## src/v_mem_axi_pkg.sv

```systemverilog
package v_mem_axi_pkg;

   // Bus geometry of the vector memory port
   localparam int AXI_ADDR_W = 32;
   localparam int AXI_DATA_W = 32;
   localparam int AXI_STRB_W = AXI_DATA_W / 8;

   // Longest INCR burst issued by either master
   localparam int MAX_BURST = 16;

   // Read address channel, len is beats minus one
   typedef struct packed {
      logic [AXI_ADDR_W-1:0] addr;
      logic [7:0]            len;
   } ar_req_t;

   // Write address channel
   typedef struct packed {
      logic [AXI_ADDR_W-1:0] addr;
      logic [7:0]            len;
   } aw_req_t;

   typedef struct packed {
      logic [AXI_DATA_W-1:0] data;
      logic [AXI_STRB_W-1:0] strb;
      logic                  last;
   } w_beat_t;

   typedef struct packed {
      logic [AXI_DATA_W-1:0] data;
      logic                  last;
   } r_beat_t;

endpackage
```

## src/v_mem_xfer_pkg.sv

```systemverilog
package v_mem_xfer_pkg;

   // Lane slicing of the element stream
   localparam int V_LANES    = 4;
   localparam int LANE_DEPTH = 4;
   localparam int LANE_IDX_W = $clog2(V_LANES);

   // Transfer length in 32-bit words
   localparam int XFER_SIZE_W = 16;

   // One copy command, both offsets are relative to the base address
   typedef struct packed {
      logic [v_mem_axi_pkg::AXI_ADDR_W-1:0] raddr_offset;
      logic [v_mem_axi_pkg::AXI_ADDR_W-1:0] waddr_offset;
      logic [XFER_SIZE_W-1:0]               xfer_size;
      logic                                 wstrb_msk_en;
      logic [v_mem_axi_pkg::AXI_STRB_W-1:0] wstrb_msk;
   } xfer_cmd_t;

endpackage

```

## src/v_mem_subsystem.sv

```systemverilog
`timescale 1ns/1ps

module v_mem_subsystem (
   input  logic                                 clk,
   input  logic                                 rst_n_i,
   input  logic [v_mem_axi_pkg::AXI_ADDR_W-1:0] ctrl_baseaddr_i,
   input  logic                                 ctrl_start_i,
   input  v_mem_xfer_pkg::xfer_cmd_t            ctrl_cmd_i,
   output logic                                 ctrl_busy_o,
   output logic                                 ctrl_rdone_o,
   output logic                                 ctrl_wdone_o,
   output v_mem_axi_pkg::ar_req_t               m_axi_ar_o,
   output logic                                 m_axi_arvalid_o,
   input  logic                                 m_axi_arready_i,
   input  v_mem_axi_pkg::r_beat_t               m_axi_r_i,
   input  logic                                 m_axi_rvalid_i,
   output logic                                 m_axi_rready_o,
   output v_mem_axi_pkg::aw_req_t               m_axi_aw_o,
   output logic                                 m_axi_awvalid_o,
   input  logic                                 m_axi_awready_i,
   output v_mem_axi_pkg::w_beat_t               m_axi_w_o,
   output logic                                 m_axi_wvalid_o,
   input  logic                                 m_axi_wready_i,
   input  logic                                 m_axi_bvalid_i,
   output logic                                 m_axi_bready_o
);
   import v_mem_axi_pkg::*;
   import v_mem_xfer_pkg::*;

   logic                                xfer_start;
   logic [V_LANES-1:0]                  lane_push;
   logic [AXI_DATA_W-1:0]               lane_push_data;
   logic [V_LANES-1:0]                  lane_full;
   logic [V_LANES-1:0]                  lane_pop;
   logic [V_LANES-1:0]                  lane_empty;
   logic [V_LANES-1:0][AXI_DATA_W-1:0]  lane_head;

   // A start during a transfer reaches neither master
   assign xfer_start = ctrl_start_i & ~ctrl_busy_o;

   v_axi_rd_master rd_master_inst (
      .clk              (clk),
      .rst_n_i          (rst_n_i),
      .start_i          (xfer_start),
      .cmd_i            (ctrl_cmd_i),
      .baseaddr_i       (ctrl_baseaddr_i),
      .ar_o             (m_axi_ar_o),
      .arvalid_o        (m_axi_arvalid_o),
      .arready_i        (m_axi_arready_i),
      .rvalid_i         (m_axi_rvalid_i),
      .rready_o         (m_axi_rready_o),
      .r_i              (m_axi_r_i),
      .lane_full_i      (lane_full),
      .lane_push_o      (lane_push),
      .lane_push_data_o (lane_push_data),
      .rdone_o          (ctrl_rdone_o)
   );

   // One FIFO per vector lane slice
   for (genvar g = 0; g < V_LANES; g++) begin : gen_lane
      v_lane_buffer lane_inst (
         .clk         (clk),
         .rst_n_i     (rst_n_i),
         .push_i      (lane_push[g]),
         .push_data_i (lane_push_data),
         .pop_i       (lane_pop[g]),
         .head_o      (lane_head[g]),
         .empty_o     (lane_empty[g]),
         .full_o      (lane_full[g])
      );
   end

   v_axi_wr_master wr_master_inst (
      .clk          (clk),
      .rst_n_i      (rst_n_i),
      .start_i      (xfer_start),
      .cmd_i        (ctrl_cmd_i),
      .baseaddr_i   (ctrl_baseaddr_i),
      .aw_o         (m_axi_aw_o),
      .awvalid_o    (m_axi_awvalid_o),
      .awready_i    (m_axi_awready_i),
      .w_o          (m_axi_w_o),
      .wvalid_o     (m_axi_wvalid_o),
      .wready_i     (m_axi_wready_i),
      .bvalid_i     (m_axi_bvalid_i),
      .bready_o     (m_axi_bready_o),
      .lane_head_i  (lane_head),
      .lane_empty_i (lane_empty),
      .lane_pop_o   (lane_pop),
      .wdone_o      (ctrl_wdone_o),
      .busy_o       (ctrl_busy_o)
   );

endmodule

```

## src/v_axi_wr_master.sv

```systemverilog
`timescale 1ns/1ps

module v_axi_wr_master (
   input  logic                                 clk,
   input  logic                                 rst_n_i,
   input  logic                                 start_i,
   input  v_mem_xfer_pkg::xfer_cmd_t            cmd_i,
   input  logic [v_mem_axi_pkg::AXI_ADDR_W-1:0] baseaddr_i,
   output v_mem_axi_pkg::aw_req_t               aw_o,
   output logic                                 awvalid_o,
   input  logic                                 awready_i,
   output v_mem_axi_pkg::w_beat_t               w_o,
   output logic                                 wvalid_o,
   input  logic                                 wready_i,
   input  logic                                 bvalid_i,
   output logic                                 bready_o,
   input  logic [v_mem_xfer_pkg::V_LANES-1:0][v_mem_axi_pkg::AXI_DATA_W-1:0] lane_head_i,
   input  logic [v_mem_xfer_pkg::V_LANES-1:0]   lane_empty_i,
   output logic [v_mem_xfer_pkg::V_LANES-1:0]   lane_pop_o,
   output logic                                 wdone_o,
   output logic                                 busy_o
);
   import v_mem_axi_pkg::*;
   import v_mem_xfer_pkg::*;

   logic                   busy_r;
   logic [XFER_SIZE_W-1:0] remain;
   logic [AXI_ADDR_W-1:0]  next_addr;
   logic [AXI_STRB_W-1:0]  strb_r;
   logic [LANE_IDX_W-1:0]  lane_idx;
   logic [7:0]             beat_left;
   logic                   w_active;
   logic                   start_ok;
   logic                   w_fire;
   logic                   b_fire;
   logic [XFER_SIZE_W-1:0] burst_cnt;
   logic [XFER_SIZE_W-1:0] burst_beats;
   logic [AXI_ADDR_W-1:0]  burst_addr;
   logic                   issue;
   logic                   finish;

   assign start_ok = start_i & ~busy_r;
   assign b_fire   = bvalid_i & bready_o;

   assign burst_cnt   = start_ok ? cmd_i.xfer_size : remain;
   assign burst_addr  = start_ok ? baseaddr_i + cmd_i.waddr_offset : next_addr;
   assign burst_beats = (burst_cnt > XFER_SIZE_W'(MAX_BURST)) ? XFER_SIZE_W'(MAX_BURST)
                                                             : burst_cnt;

   // Next AW waits for the previous burst's B
   assign issue  = (start_ok && cmd_i.xfer_size != '0) || (b_fire && remain != '0);
   assign finish = (start_ok && cmd_i.xfer_size == '0) || (b_fire && remain == '0);

   // W is offered as soon as the lane in turn holds its element
   assign wvalid_o = w_active & ~lane_empty_i[lane_idx];
   assign w_fire   = wvalid_o & wready_i;

   always_comb begin
      w_o.data = lane_head_i[lane_idx];
      w_o.strb = strb_r;
      w_o.last = (beat_left == 8'd0);
   end

   always_comb begin
      lane_pop_o           = '0;
      lane_pop_o[lane_idx] = w_fire;
   end

   // Busy covers the done cycle and drops right after it
   assign busy_o = busy_r;

   always_ff @(posedge clk or negedge rst_n_i) begin
      if (!rst_n_i) begin
         busy_r    <= 1'b0;
         awvalid_o <= 1'b0;
         w_active  <= 1'b0;
         bready_o  <= 1'b0;
         beat_left <= '0;
         remain    <= '0;
         lane_idx  <= '0;
         wdone_o   <= 1'b0;
      end else begin
         wdone_o <= finish;
         if (start_ok) begin
            busy_r <= 1'b1;
         end else if (wdone_o) begin
            busy_r <= 1'b0;
         end
         if (issue) begin
            awvalid_o <= 1'b1;
            remain    <= burst_cnt - burst_beats;
         end else if (awvalid_o && awready_i) begin
            awvalid_o <= 1'b0;
            w_active  <= 1'b1;
            beat_left <= aw_o.len;
         end
         if (w_fire) begin
            if (beat_left == 8'd0) begin
               w_active <= 1'b0;
               bready_o <= 1'b1;
            end else begin
               beat_left <= beat_left - 1'b1;
            end
         end
         if (b_fire) begin
            bready_o <= 1'b0;
         end
         // Gather order matches the scatter order of the read side
         if (start_ok) begin
            lane_idx <= '0;
         end else if (w_fire) begin
            lane_idx <= (lane_idx == LANE_IDX_W'(V_LANES-1)) ? '0 : lane_idx + 1'b1;
         end
      end
   end

   always_ff @(posedge clk) begin
      if (start_ok) begin
         strb_r <= cmd_i.wstrb_msk_en ? cmd_i.wstrb_msk : '1;
      end
      if (issue) begin
         aw_o.addr <= burst_addr;
         aw_o.len  <= 8'(burst_beats - 1'b1);
         next_addr <= burst_addr + (AXI_ADDR_W'(burst_beats) << 2);
      end
   end

endmodule

```

## src/v_axi_rd_master.sv

```systemverilog
`timescale 1ns/1ps

module v_axi_rd_master (
   input  logic                                 clk,
   input  logic                                 rst_n_i,
   input  logic                                 start_i,
   input  v_mem_xfer_pkg::xfer_cmd_t            cmd_i,
   input  logic [v_mem_axi_pkg::AXI_ADDR_W-1:0] baseaddr_i,
   output v_mem_axi_pkg::ar_req_t               ar_o,
   output logic                                 arvalid_o,
   input  logic                                 arready_i,
   input  logic                                 rvalid_i,
   output logic                                 rready_o,
   input  v_mem_axi_pkg::r_beat_t               r_i,
   input  logic [v_mem_xfer_pkg::V_LANES-1:0]   lane_full_i,
   output logic [v_mem_xfer_pkg::V_LANES-1:0]   lane_push_o,
   output logic [v_mem_axi_pkg::AXI_DATA_W-1:0] lane_push_data_o,
   output logic                                 rdone_o
);
   import v_mem_axi_pkg::*;
   import v_mem_xfer_pkg::*;

   logic [XFER_SIZE_W-1:0] remain;
   logic [AXI_ADDR_W-1:0]  next_addr;
   logic [LANE_IDX_W-1:0]  lane_idx;
   logic                   burst_open;
   logic                   r_fire;
   logic                   burst_end;
   logic [XFER_SIZE_W-1:0] burst_cnt;
   logic [XFER_SIZE_W-1:0] burst_beats;
   logic [AXI_ADDR_W-1:0]  burst_addr;
   logic                   issue;
   logic                   finish;

   // Stall R while the lane owning the next element has no room
   assign rready_o  = burst_open & ~lane_full_i[lane_idx];
   assign r_fire    = rvalid_i & rready_o;
   assign burst_end = r_fire & r_i.last;

   // A start seeds the first burst straight from the command
   assign burst_cnt   = start_i ? cmd_i.xfer_size : remain;
   assign burst_addr  = start_i ? baseaddr_i + cmd_i.raddr_offset : next_addr;
   assign burst_beats = (burst_cnt > XFER_SIZE_W'(MAX_BURST)) ? XFER_SIZE_W'(MAX_BURST)
                                                             : burst_cnt;

   assign issue  = (start_i && cmd_i.xfer_size != '0) || (burst_end && remain != '0);
   assign finish = (start_i && cmd_i.xfer_size == '0) || (burst_end && remain == '0);

   always_comb begin
      lane_push_o           = '0;
      lane_push_o[lane_idx] = r_fire;
   end

   assign lane_push_data_o = r_i.data;

   always_ff @(posedge clk or negedge rst_n_i) begin
      if (!rst_n_i) begin
         arvalid_o  <= 1'b0;
         burst_open <= 1'b0;
         remain     <= '0;
         lane_idx   <= '0;
         rdone_o    <= 1'b0;
      end else begin
         rdone_o <= finish;
         if (issue) begin
            arvalid_o <= 1'b1;
            remain    <= burst_cnt - burst_beats;
         end else if (arvalid_o && arready_i) begin
            arvalid_o  <= 1'b0;
            burst_open <= 1'b1;
         end
         if (burst_end) begin
            burst_open <= 1'b0;
         end
         // Element i goes to lane i modulo V_LANES
         if (start_i) begin
            lane_idx <= '0;
         end else if (r_fire) begin
            lane_idx <= (lane_idx == LANE_IDX_W'(V_LANES-1)) ? '0 : lane_idx + 1'b1;
         end
      end
   end

   // Next burst starts right after the bytes of this one
   always_ff @(posedge clk) begin
      if (issue) begin
         ar_o.addr <= burst_addr;
         ar_o.len  <= 8'(burst_beats - 1'b1);
         next_addr <= burst_addr + (AXI_ADDR_W'(burst_beats) << 2);
      end
   end

endmodule

```

## src/v_lane_buffer.sv

```systemverilog
`timescale 1ns/1ps

module v_lane_buffer (
   input  logic                                clk,
   input  logic                                rst_n_i,
   input  logic                                push_i,
   input  logic [v_mem_axi_pkg::AXI_DATA_W-1:0] push_data_i,
   input  logic                                pop_i,
   output logic [v_mem_axi_pkg::AXI_DATA_W-1:0] head_o,
   output logic                                empty_o,
   output logic                                full_o
);
   import v_mem_axi_pkg::*;
   import v_mem_xfer_pkg::*;

   logic [AXI_DATA_W-1:0]           mem [LANE_DEPTH];
   logic [$clog2(LANE_DEPTH)-1:0]   wr_ptr;
   logic [$clog2(LANE_DEPTH)-1:0]   rd_ptr;
   logic [$clog2(LANE_DEPTH+1)-1:0] count;
   logic                            do_push;
   logic                            do_pop;

   assign do_push = push_i & ~full_o;
   assign do_pop  = pop_i & ~empty_o;

   assign head_o  = mem[rd_ptr];
   assign empty_o = (count == '0);
   assign full_o  = (count == ($clog2(LANE_DEPTH+1))'(LANE_DEPTH));

   always_ff @(posedge clk) begin
      if (do_push) begin
         mem[wr_ptr] <= push_data_i;
      end
   end

   // Pointers wrap at the lane depth, occupancy tracks push minus pop
   always_ff @(posedge clk or negedge rst_n_i) begin
      if (!rst_n_i) begin
         wr_ptr <= '0;
         rd_ptr <= '0;
         count  <= '0;
      end else begin
         if (do_push) begin
            wr_ptr <= (wr_ptr == ($clog2(LANE_DEPTH))'(LANE_DEPTH-1)) ? '0 : wr_ptr + 1'b1;
         end
         if (do_pop) begin
            rd_ptr <= (rd_ptr == ($clog2(LANE_DEPTH))'(LANE_DEPTH-1)) ? '0 : rd_ptr + 1'b1;
         end
         if (do_push && !do_pop) begin
            count <= count + 1'b1;
         end else if (do_pop && !do_push) begin
            count <= count - 1'b1;
         end
      end
   end

endmodule

```

## config.mk

```make
export PLATFORM = sky130hd
export DESIGN_NAME = v_mem_subsystem
export DESIGN_NICKNAME = d
export VERILOG_FILES = /design/src/v_mem_axi_pkg.sv /design/src/v_mem_xfer_pkg.sv /design/src/v_mem_subsystem.sv /design/src/v_axi_wr_master.sv /design/src/v_axi_rd_master.sv /design/src/v_lane_buffer.sv
export SDC_FILE = /design/constraint.sdc
export NUM_CORES = 1
export LEC_CHECK = 0
export ABC_AREA = 1
export BUFFER_PORTS_ARGS = -buffer_cell sky130_fd_sc_hd__buf_2
export CAP_MARGIN = 20
export CORE_UTILIZATION = 57
export CTS_BUF_LIST = sky130_fd_sc_hd__clkbuf_4 sky130_fd_sc_hd__clkbuf_8
export DETAILED_ROUTE_END_ITERATION = 10
export GPL_TIMING_DRIVEN = 1
export PLACE_DENSITY = 0.8
export SYNTH_ARGS = -nofsm -noshare
export SYNTH_HDL_FRONTEND = slang
export SYNTH_SLANG_ARGS = --single-unit
```

## constraint.sdc

```tcl
create_clock -name clk -period 3.6 [get_ports clk]
set_input_delay 0.18 -clock clk [delete_from_list [all_inputs] [get_ports clk]]
set_output_delay 0.18 -clock clk [all_outputs]
set_load 0.02 [all_outputs]
```

Yosys cells after proc, flatten, opt, wreduce, memory -nomap -nowiden
Memories as Yosys holds them, arrays and structs flattened.
Cells that the tools add are included.
{"block": "totals", "register_bits": 228, "mem_bits_rw": 512, "in_bits": 158, "out_inout_bits": 125, "word_cells": 236, "memories": 4}
{"block": "op_classes", "add_sub_neg": 27, "order_cmp": 6, "n_eq_ne": 15, "mux": 66, "bitwise": 29, "n_reduce_logical": 57}
{"memory": "gen_lane[0].lane_inst.mem", "depth": 4, "word_bits": 32, "read_ports": 1, "rd_clocked_by_memory_dff": 0, "write_ports": 1, "line_no": "v_lane_buffer.sv:16", "source": "logic [AXI_DATA_W-1:0] mem [LANE_DEPTH];"}
{"memory": "gen_lane[1].lane_inst.mem", "depth": 4, "word_bits": 32, "read_ports": 1, "rd_clocked_by_memory_dff": 0, "write_ports": 1, "line_no": "v_lane_buffer.sv:16"}
{"memory": "gen_lane[2].lane_inst.mem", "depth": 4, "word_bits": 32, "read_ports": 1, "rd_clocked_by_memory_dff": 0, "write_ports": 1, "line_no": "v_lane_buffer.sv:16"}
{"memory": "gen_lane[3].lane_inst.mem", "depth": 4, "word_bits": 32, "read_ports": 1, "rd_clocked_by_memory_dff": 0, "write_ports": 1, "line_no": "v_lane_buffer.sv:16"}
{"op": "$mux 32", "n": 3}
{"op": "$add 32x18->32", "n": 2}
{"op": "$add 32x32->32", "n": 2}
{"op": "$bmux 32 s2", "n": 1}
{"op": "$mux 16", "n": 4}
{"op": "$logic_not 16->1", "n": 3}
{"op": "$reduce_bool 16->1", "n": 3}
{"op": "$gt 16x5->1 const B", "n": 2}
{"op": "$mux 8", "n": 4}
{"op": "$sub 16x16->16", "n": 2}
{"op": "$mux 1", "n": 28}
{"op": "$mux 2", "n": 14}
{"op": "$mux 3", "n": 8}
{"op": "$reduce_bool 2->1", "n": 12}
{"op": "$sub 8x1->8 const B", "n": 3}
{"op": "$add 2x1->2 const B", "n": 10}
{"op": "$eq 2x2->1 const B", "n": 10}
{"op": "$logic_and 1x1->1", "n": 20}
{"op": "$and 1x1->1", "n": 16}
{"op": "$add 3x1->3 const B", "n": 4}
{"op": "$eq 3x3->1 const B", "n": 4}
{"op": "$logic_not 3->1", "n": 4}
{"op": "$sub 3x1->3 const B", "n": 4}
{"op": "$not 1->1", "n": 11}
{"op": "other kinds (10)", "n": 26}

Depth between registers and ports, before layout
Gate-level depths: netlist of run 1.
{"block": "depth", "ltp_word": 12, "ltp_mapped": 29, "ltp_nobuf": 28}

Modules after synthesis
A second synthesis of run 1 with hierarchy kept.
{"block": "hier_totals", "cells_unflattened": 4398, "area_unflattened_um2": 39908.3}
{"module": "v_lane_buffer", "n_inst": 4, "cells_per_inst": 434, "area_each_um2": 5494.0, "seq_area_each_um2": 4018.9}
{"module": "v_axi_wr_master", "n_inst": 1, "cells_per_inst": 1512, "area_each_um2": 9960.8, "seq_area_each_um2": 2997.9}
{"module": "v_axi_rd_master", "n_inst": 1, "cells_per_inst": 1148, "area_each_um2": 7961.4, "seq_area_each_um2": 2627.5}
{"module": "v_mem_subsystem", "n_inst": 1, "cells_per_inst": 2, "area_each_um2": 10.0, "seq_area_each_um2": 0.0}

Worst setup path after synthesis of run 1
Ideal clock, no wire load.
{"block": "synth_timing", "kind": "reg-to-reg", "from": "register wr_master_inst.busy_r, in the netlist wr_master_inst.busy_o", "to": "register wr_master_inst.next_addr[28], data pin", "setup_ns": 0.249, "arrival_time_ns": 3.789, "required_ns": 3.351, "slack_ns": -0.438, "stages_incl_launch_ff": 23, "n_path_buf": 6, "period_less_slack_ns": 4.038, "cell_sequence": "dfrtp_1 > nor2_4 > buf_12 > buf_8 > buf_6 > buf_2 > clkbuf_1 > clkbuf_1 > nand3_1 > nand2_1 > ha_1 > fa_1 > nand3_1 > nand2_1 > a31oi_1 > o21ai_0 > nand3_1 > o2111ai_1 > nand3_1 > nor2_2 > nand3_1 > nand2_1 > inv_1"}
{"block": "synth_between", "elab_cells_between_ends": 8, "classes_between": "1 x add/sub; 1 x order compare; 3 x mux; 3 x bitwise"}
{"element": "start, declared", "line_no": "v_axi_wr_master.sv:26", "source": "logic busy_r;"}
{"element": "start signal, assigned", "line_no": "v_axi_wr_master.sv:74", "source": "busy_r <= 1'b0;"}
{"element": "start signal, assigned", "line_no": "v_axi_wr_master.sv:85", "source": "busy_r <= 1'b1;"}
{"element": "start signal, assigned", "line_no": "v_axi_wr_master.sv:87", "source": "busy_r <= 1'b0;"}
{"element": "$not 1->1 (*)", "line_no": "v_mem_subsystem.sv:39, v_axi_wr_master.sv:42"}
{"element": "$and 1x1->1", "line_no": "v_mem_subsystem.sv:39", "source": "assign xfer_start = ctrl_start_i & ~ctrl_busy_o;"}
{"element": "$and 1x1->1 (*)", "line_no": "v_axi_wr_master.sv:42", "source": "assign start_ok = start_i & ~busy_r;"}
{"element": "net wr_master_inst.start_ok", "line_no": "v_axi_wr_master.sv:33", "source": "logic start_ok;"}
{"element": "$mux 32 (*)", "line_no": "v_axi_wr_master.sv:46", "source": "assign burst_addr = start_ok ? baseaddr_i + cmd_i.waddr_offset : next_addr;"}
{"element": "net wr_master_inst.burst_addr[2]", "line_no": "v_axi_wr_master.sv:38", "source": "logic [AXI_ADDR_W-1:0] burst_addr;"}
{"element": "$add 32x18->32 (*)", "line_no": "v_axi_wr_master.sv:124", "source": "next_addr <= burst_addr + (AXI_ADDR_W'(burst_beats) << 2);"}
{"element": "end signal, assigned", "line_no": "v_axi_wr_master.sv:124"}
{"element": "end, declared", "line_no": "v_axi_wr_master.sv:28", "source": "logic [AXI_ADDR_W-1:0] next_addr;"}
Mark *: on every way through the listed nets, which the timed path passes. The rest lies on a longest branch.
A chain may end at the register's enable or synchronous reset.

Worst setup path in the final report of run 1
{"block": "layout_timing", "from": "register wr_master_inst.busy_r, in the netlist wr_master_inst.busy_o", "to": "register wr_master_inst.next_addr[27], data pin"}
{"block": "layout_between", "elab_chain_len": 7, "elab_cells_between_ends": 8, "classes_between": "1 x add/sub; 1 x order compare; 3 x mux; 3 x bitwise"}
{"element": "$not 1->1 (*)", "line_no": "v_mem_subsystem.sv:39, v_axi_wr_master.sv:42"}
{"element": "$and 1x1->1", "line_no": "v_mem_subsystem.sv:39"}
{"element": "$and 1x1->1 (*)", "line_no": "v_axi_wr_master.sv:42"}
{"element": "$mux 16", "line_no": "v_axi_wr_master.sv:45", "source": "assign burst_cnt = start_ok ? cmd_i.xfer_size : remain;"}
{"element": "$gt 16x5->1", "line_no": "v_axi_wr_master.sv:47", "source": "assign burst_beats = (burst_cnt > XFER_SIZE_W'(MAX_BURST)) ? XFER_SIZE_W'(MAX_BURST)"}
{"element": "$mux 16", "line_no": "v_axi_wr_master.sv:47"}
{"element": "$add 32x18->32 (*)", "line_no": "v_axi_wr_master.sv:124"}
Every way passes the cells marked *; elsewhere a longest branch is shown, timed or not.

==> results of run 1 <==
## layer usage
| metal | wire (um) | share of wire, % | global-route usage, % |
|---|---|---|---|
| met4 | 4480 | 4.1 | 13.5 |
| met5 | 27 | 0.025 | 0 |
| met1 | 41300 | 38 | 41.6 |
| met3 | 11100 | 10 | 6.75 |
| met2 | 52200 | 48 | 53.2 |
## registers in the layout, summed over array words and instances (netlist names), 2 cells and up
name                       cells
rd_master_inst.next_addr      32
gen_lane.lane_inst.count      12
wr_master_inst.lane_idx        2
gen_lane.lane_inst.mem       512
wr_master_inst.next_addr      32
rd_master_inst.lane_idx        2
wr_master_inst.beat_left       8
wr_master_inst.aw_o           38
gen_lane.lane_inst.wr_ptr      8
wr_master_inst.remain         16
wr_master_inst.strb_r          4
gen_lane.lane_inst.rd_ptr      8
rd_master_inst.remain         16
rd_master_inst.ar_o           38
## stage by stage
stage               setup WS, ns  setup TNS (ns)  total power [W]  area, um2  std cells
floorplan                 -0.120          -15.36           0.0173      37100       3738
global placement          -0.258           -2.27           0.0209      41000       4966
detailed placement        -0.366           -4.71           0.0212      41000       4966
CTS                     -0.00152        -0.00152           0.0288      44300       5246
global route              -0.243           -2.92           0.0304      44700       5269
finish                   -0.0387          -0.170           0.0291      44700       5270
## layout make-up
class                   instances  area, um2
inverters                     381       1440
diodes                          2       5.00
clock buffers                 139       1760
multi-input cells            2489      13800
repair buffers                600       4240
clock inverters                68        691
flip-flops and latches        736      21700
fillers                      4512      19600
well taps                     855       1070
## worst register-to-register path, delay by kind of cell, from the launching register on
kind,cells,cell delay [ns]
AOI/OAI and AO/OA,5,0.70
adders and majority gates,1,0.23
buffers and inverters,4,0.40
DFF,1,0.43
and+or+nand+nor,15,1.56
## cells by family after synthesis
| group | synth area share [%] |
|---|---|
| XOR/XNOR | 1.96 |
| multiplexers | 0.122 |
| flip-flops | 58.7 |
| AND/OR/NAND/NOR | 16.8 |
| other | 0.0203 |
| AO/OA/AOI/OAI | 12.1 |
| adder cells (fa/ha/maj) | 4.81 |
| buffers and inverters | 5.47 |
## worst max path at each step
| stage | slack, ns | depth (start not counted) | start | end |
|---|---|---|---|---|
| after global routing | -0.24 | 23 | wr_master_inst.busy_o$_DFFE_PN0P_ | wr_master_inst.next_addr[30]$_DFFE_PP_ |
| after global placement | -0.26 | 27 | ctrl_baseaddr_i[0] | wr_master_inst.next_addr[27]$_DFFE_PP_ |
| after CTS | -0.002 | 22 | wr_master_inst.busy_o$_DFFE_PN0P_ | wr_master_inst.next_addr[15]$_DFFE_PP_ |
| after detailed placement | -0.37 | 27 | ctrl_baseaddr_i[0] | wr_master_inst.next_addr[27]$_DFFE_PP_ |
| final | -0.04 | 25 | wr_master_inst.busy_o$_DFFE_PN0P_ | wr_master_inst.next_addr[27]$_DFFE_PP_ |
| after floorplan | -0.12 | 10 | rd_master_inst.lane_idx[0]$_DFFE_PN0P_ | gen_lane[3].lane_inst.mem[0][0]$_DFFE_PP_ |
## cell usage in the layout, fill, tap and decap left out, types with 18 or more instances in the layout
cell / Yosys / routed
a21oi_1: 129 / 126
dfrtp_1: 80 / 73
inv_1: 367 / 359
o221ai_1: 71 / 71
nand4_1: 41 / 41
nor2_1: 470 / 443
o211ai_1: 59 / 59
o22ai_1: 60 / 60
nand2_1: 668 / 653
nand2_2: 30 / 41
buf_4: 6 / 230
clkbuf_8: 0 / 114
nor2_4: 4 / 26
o21ai_1: 17 / 18
buf_2: 4 / 281
dlygate4sd3_1: 0 / 66
xnor2_1: 22 / 22
nand3_1: 161 / 153
nor3_1: 21 / 21
edfxtp_1: 656 / 656
clkinv_2: 0 / 18
clkinv_1: 3 / 31
o21ai_0: 394 / 389
xor2_1: 57 / 57
buf_12: 1 / 19
clkbuf_4: 0 / 25
ha_1: 131 / 126
nor4_1: 20 / 20
conb_1: 2 / 23
## Yosys cell counts, drive strengths merged, types with 58 or more instances
cell type | number | area (um2)
o211ai | 59 | 443
clkbuf | 113 | 424
edfxtp | 656 | 19700
dfrtp | 80 | 2000
o221ai | 71 | 622
nor2 | 483 | 1880
xor2 | 58 | 516
o22ai | 60 | 375
nand2 | 707 | 2800
a21oi | 130 | 654
nand3 | 166 | 863
o21ai | 420 | 2140
inv | 377 | 1420
ha | 131 | 1640
## report_power, final
part	switching (W)	leakage [nW]	total [W]	internal, W
registers	0.000449	6.84	0.0107	0.0102
clock network	0.00346	1.26	0.00754	0.00407
logic	0.00748	10.1	0.0109	0.00344
## what timing repair did
action	in CTS	in global routing
endpoints found under the hold margin	594	0
setup endpoints to repair	24	41
hold buffers	66	0
resized for setup	21	62
cloned	1	0
pin swaps	6	33
buffers inserted	6	23
==> impl_metrics.tcl, run 1 <==
set metrics [dict create \
    rsz0062_at_grt "yes" \
    worstMarginPinSlew_ns 0.998 \
    power.leakage_nw 18.2 \
    gp_congestion 1.01 \
    die_area_um2 65900 \
    fin_ws_ns -0.0387 \
    status "finished with violations" \
    crit_type "register to register" \
    postSynth.asyncResetShare_pct 10.9 \
    crit_required_ns 4.06 \
    cp-end-kind "register" \
    synth_ff_type "edfxtp_1" \
    first_pass_iters 8 \
    hold_slack_ns 0.0587 \
    worstReg2RegStart "wr_master_inst.busy_o$_DFFE_PN0P_" \
    hold_class "input port to register" \
    start_util_pct 57.5 \
    grt_max_degree 84 \
    num_rows 93 \
    ys_seq_area_share_pct 58.7 \
    cts_num_sinks 736 \
    fin_nets 4618 \
    drv_slew 0 \
    yosysWarnings 0 \
    maxCapViolCount 0 \
    cts_tree "built" \
    io_pins 283 \
    hold_path_depth 6 \
    core_um2 64300 \
    worstHoldStart "ctrl_cmd_i[15]" \
    cts_buffer_depth 3 \
    violations "setup timing" \
    slowest_delay_ns 0.43 \
    hold_viol 0 \
    p_per_area_nw_per_um2 651 \
    grt_pass1_wl_mm 164 \
    setup_violations 6 \
    drtAntennaViolNets 0 \
    avgSynthCellArea_um2 9.95 \
    syn_to_final_growth_pct 20.9 \
    path_clk_slew_ns 0.07 \
    htree_levels 3 \
    dp.final_hpwl_mm 70.4 \
    synth_cells 3717 \
    peakVddDrop_uv 515 \
    ys_seq_elements 736 \
    clock-skew-final_ns 0.0751 \
    die_height_um 257 \
    die_width_um 257 \
    fmax_mhz 275 \
    wl_mm 109 \
    layout-drive-gt1-share_pct 20.3 \
    numCtsBuffers 114 \
    path_buf_inv 4 \
    track_usage_pct 32.3 \
    synth.distinct_cells 58 \
    timing.rr.end "wr_master_inst.next_addr[27]$_DFFE_PP_" \
    antenna_found_initial 4 \
    overflow 0 \
    num_vias 30700 \
    rrSetupSlack_ns -0.04 \
    min_period_ns 3.64 \
    routedWlPerCell_um 20.7 \
    period_share_pct 101 \
    ctsRootBufferMaster "clkbuf_8" \
    worstHoldEndpoint "wr_master_inst.remain[10]$_DFFE_PN0P_" \
    critical-path-top-delay-family "simple AND/OR/NAND/NOR gates" \
    clkLatencyLatePin_ns 0.76 \
    drt-initial-drc-count 3015 \
    cp_data_arrival_time_ns 4.10 \
    start_kind "register" \
    worstPathMaxFanout 7 \
    fin_util_pct 69.5 \
    portBuffers 282 \
    reg2reg_depth 25 \
    route.detailed.drc 0 \
    relSlewSlack_pct 33.4 \
    crit_slowest_cell "dfrtp_2" \
    syn_area_um2 37000 \
    synth_enable_flop_cells 656 \
    grt_pass1_vias 29600 \
    vias_per_cell 5.83 \
]
(Power assumes the default switching activity.)
==> run 2: changes to the inputs <==
--- a/config.mk
+++ b/config.mk
@@ -6,13 +6,14 @@
 export NUM_CORES = 1
 export LEC_CHECK = 0
 export ABC_AREA = 1
-export BUFFER_PORTS_ARGS = -buffer_cell sky130_fd_sc_hd__buf_2
 export CAP_MARGIN = 20
-export CORE_UTILIZATION = 57
+export CORE_UTILIZATION = 60
 export CTS_BUF_LIST = sky130_fd_sc_hd__clkbuf_4 sky130_fd_sc_hd__clkbuf_8
 export DETAILED_ROUTE_END_ITERATION = 10
+export DONT_BUFFER_PORTS = 1
 export GPL_TIMING_DRIVEN = 1
 export PLACE_DENSITY = 0.8
+export SKIP_CTS_REPAIR_TIMING = 1
 export SYNTH_ARGS = -nofsm -noshare
 export SYNTH_HDL_FRONTEND = slang
 export SYNTH_SLANG_ARGS = --single-unit
==> run 2 against run 1 <==
Compared with the run above:
- the run ends with hold timing, setup timing left
- global-route usage about the same
- highest routed layer unchanged
- worst hold slack worse by 0.097 ns
- wire length fell by 3.1%
- worst setup slack got worse by 0.074 ns
- die area down 5.0%
- via count fell by 4.6%
==> impl_metrics.tcl, run 2 (same netlist as run 1, synthesis figures left out) <==
set metrics [dict create \
    fin_ws_ns -0.113 \
    status "finished with violations" \
    worstPathMaxFanout 6 \
    cp-end-kind "register" \
    power.leakage_nw 16.9 \
    grt_max_degree 84 \
    grt_pass1_vias 27600 \
    fmax_mhz 269 \
    cts_buffer_depth 3 \
    layout-drive-gt1-share_pct 14.1 \
    die_width_um 250 \
    combinationalPowerShare_pct 36.2 \
    seqPwrFrac_pct 38.2 \
    multi_input_area_um2 13800 \
    crit_type "register to register" \
    start_kind "register" \
    min_period_ns 3.71 \
    setup_violations 13 \
    regMostFlops "gen_lane.lane_inst.mem" \
    hold_path_depth 5 \
    p_clk_share_pct 25.6 \
    largest_reg_flops 512 \
    grt_pass1_wl_mm 155 \
    route.detailed.drc 0 \
    htree_levels 3 \
    drtAntennaViolNets 0 \
    routedWlPerCell_um 21.7 \
    dp.cells 4569 \
    cts_num_sinks 736 \
    die_height_um 250 \
    peakVddDrop_uv 551 \
    switching_share_pct 39.4 \
    worstHoldEndpoint "rd_master_inst.remain[6]$_DFFE_PN0P_" \
    seq_area_um2 21700 \
    worstHoldStart "ctrl_start_i" \
    antenna_found_initial 6 \
    overflow 0 \
    track_usage_pct 32.3 \
    dp.final_hpwl_mm 67.0 \
    fin_util_pct 70.6 \
    drv_slew 0 \
    hold_class "input port to register" \
    path_clk_slew_ns 0.07 \
    hold_slack_ns -0.0385 \
    maxCapViolCount 0 \
    clock-skew-final_ns 0.0564 \
    first_pass_iters 6 \
    num_vias 29300 \
    fill_cells 4116 \
    clkLatencyLatePin_ns 0.75 \
    reg2reg_depth 23 \
    p_total_w 0.0282 \
    rsz0062_at_grt "yes" \
    num_rows 90 \
    period_share_pct 103 \
    top_regs "gen_lane.lane_inst.mem (512), rd_master_inst.ar_o (38), wr_master_inst.aw_o (38)" \
    io_pins 283 \
    portBuffers 0 \
    hold_viol 8 \
    fin_cells 4879 \
    core_um2 60700 \
    cts_tree "built" \
    ctsRootBufferMaster "clkbuf_8" \
    fin_nets 4290 \
    worstReg2RegStart "wr_master_inst.busy_o$_DFFE_PN0P_" \
    wl_mm 106 \
    timing.rr.end "wr_master_inst.next_addr[30]$_DFFE_PP_" \
    violations "hold timing, setup timing" \
    crit_start "wr_master_inst.busy_o$_DFFE_PN0P_" \
    p_int_w 0.0171 \
    worstMarginPinSlew_ns 1.00 \
    tns_ns -0.854 \
    drt-initial-drc-count 3073 \
    relSlewSlack_pct 33.3 \
    rrSetupSlack_ns -0.11 \
    most-common-layout-cells "656 x edfxtp_1, 653 x nand2_1, 444 x nor2_1" \
    pre_cts_ws_ns -0.302 \
    p_sw_w 0.0111 \
    start_util_pct 61.0 \
    crit_required_ns 4.06 \
    final_common_cell "edfxtp_1" \
    vias_per_cell 6.01 \
    gp_congestion 1.02 \
    p_per_area_nw_per_um2 658 \
    cp_data_arrival_time_ns 4.17 \
    syn_to_final_growth_pct 15.7 \
    die_area_um2 62700 \
    numCtsBuffers 113 \
]
[run 2: cell types whose count changed in the layout (fill, tap and decap cells not counted), sizes merged, moves of 3 or more]
cell    before  now
buf        534  208
clkbuf     139  157
bufinv      11    5
diode        2    5
[run 2: power by group through the flow]
stage | registers, W | clock network (W) | logic [W]
floorplan | 0.0108 | 0 | 0.00651
global placement | 0.0109 | 0 | 0.00929
detailed placement | 0.0109 | 0 | 0.00959
CTS | 0.0107 | 0.00726 | 0.00966
global route | 0.0108 | 0.00765 | 0.0110
finish | 0.0108 | 0.00722 | 0.0102
[run 2: worst max path at each step]
stage	slack [ns]	end
after global placement	-0.18	wr_master_inst.next_addr[27]$_DFFE_PP_
after CTS	-0.36	wr_master_inst.next_addr[30]$_DFFE_PP_
after global routing	-0.31	wr_master_inst.next_addr[28]$_DFFE_PP_
after detailed placement	-0.30	wr_master_inst.next_addr[30]$_DFFE_PP_
after floorplan	-0.12	gen_lane[3].lane_inst.mem[0][0]$_DFFE_PP_
final	-0.11	wr_master_inst.next_addr[30]$_DFFE_PP_
[run 2: per-layer routing]
layer,routed length (um),up-vias,GRT usage (%)
li1,-,13500,-
met1,39600,13800,41.5
met2,50200,1676,53.2
met3,11800,303,7.65
met4,4100,8,12.4
met5,123,-,1.08
[run 2: worst max-delay path, cell delays in order, from the launching register on]
cell and delay, ns:
dfrtp_2 0.42, nor2_4 0.20, buf_12 0.15, nand2_4 0.05
o21ai_2 0.06, inv_2 0.07, nor2_4 0.13, nand2_2 0.10
nor3_4 0.22, nand3_4 0.18, nor2_4 0.17, ha_4 0.15
fa_2 0.20, nand3_1 0.11, nand2_2 0.12, a31oi_4 0.11
o21ai_4 0.21, nand3_2 0.13, o2111ai_4 0.10, nand3_2 0.14
nor2_4 0.17, nand3_2 0.09, nand2_1 0.08, inv_1 0.04
[run 2: through the flow]
stage,hold slack (ns),instance area (um2)
after floorplan,-0.116,37100
after global placement,-0.114,39200
after detailed placement,-0.114,39200
after CTS,-0.911,41600
after global routing,0.00375,42800
final,-0.0385,42800
[run 2: area by class of cell]
class,instances,area share (%)
flip-flops and latches,736,50.7
multi-input cells,2489,32.2
repair buffers,273,5.94
clock buffers,156,4.43
inverters,381,3.36
well taps,782,2.28
clock inverters,57,1.11
diodes,5,0.0292
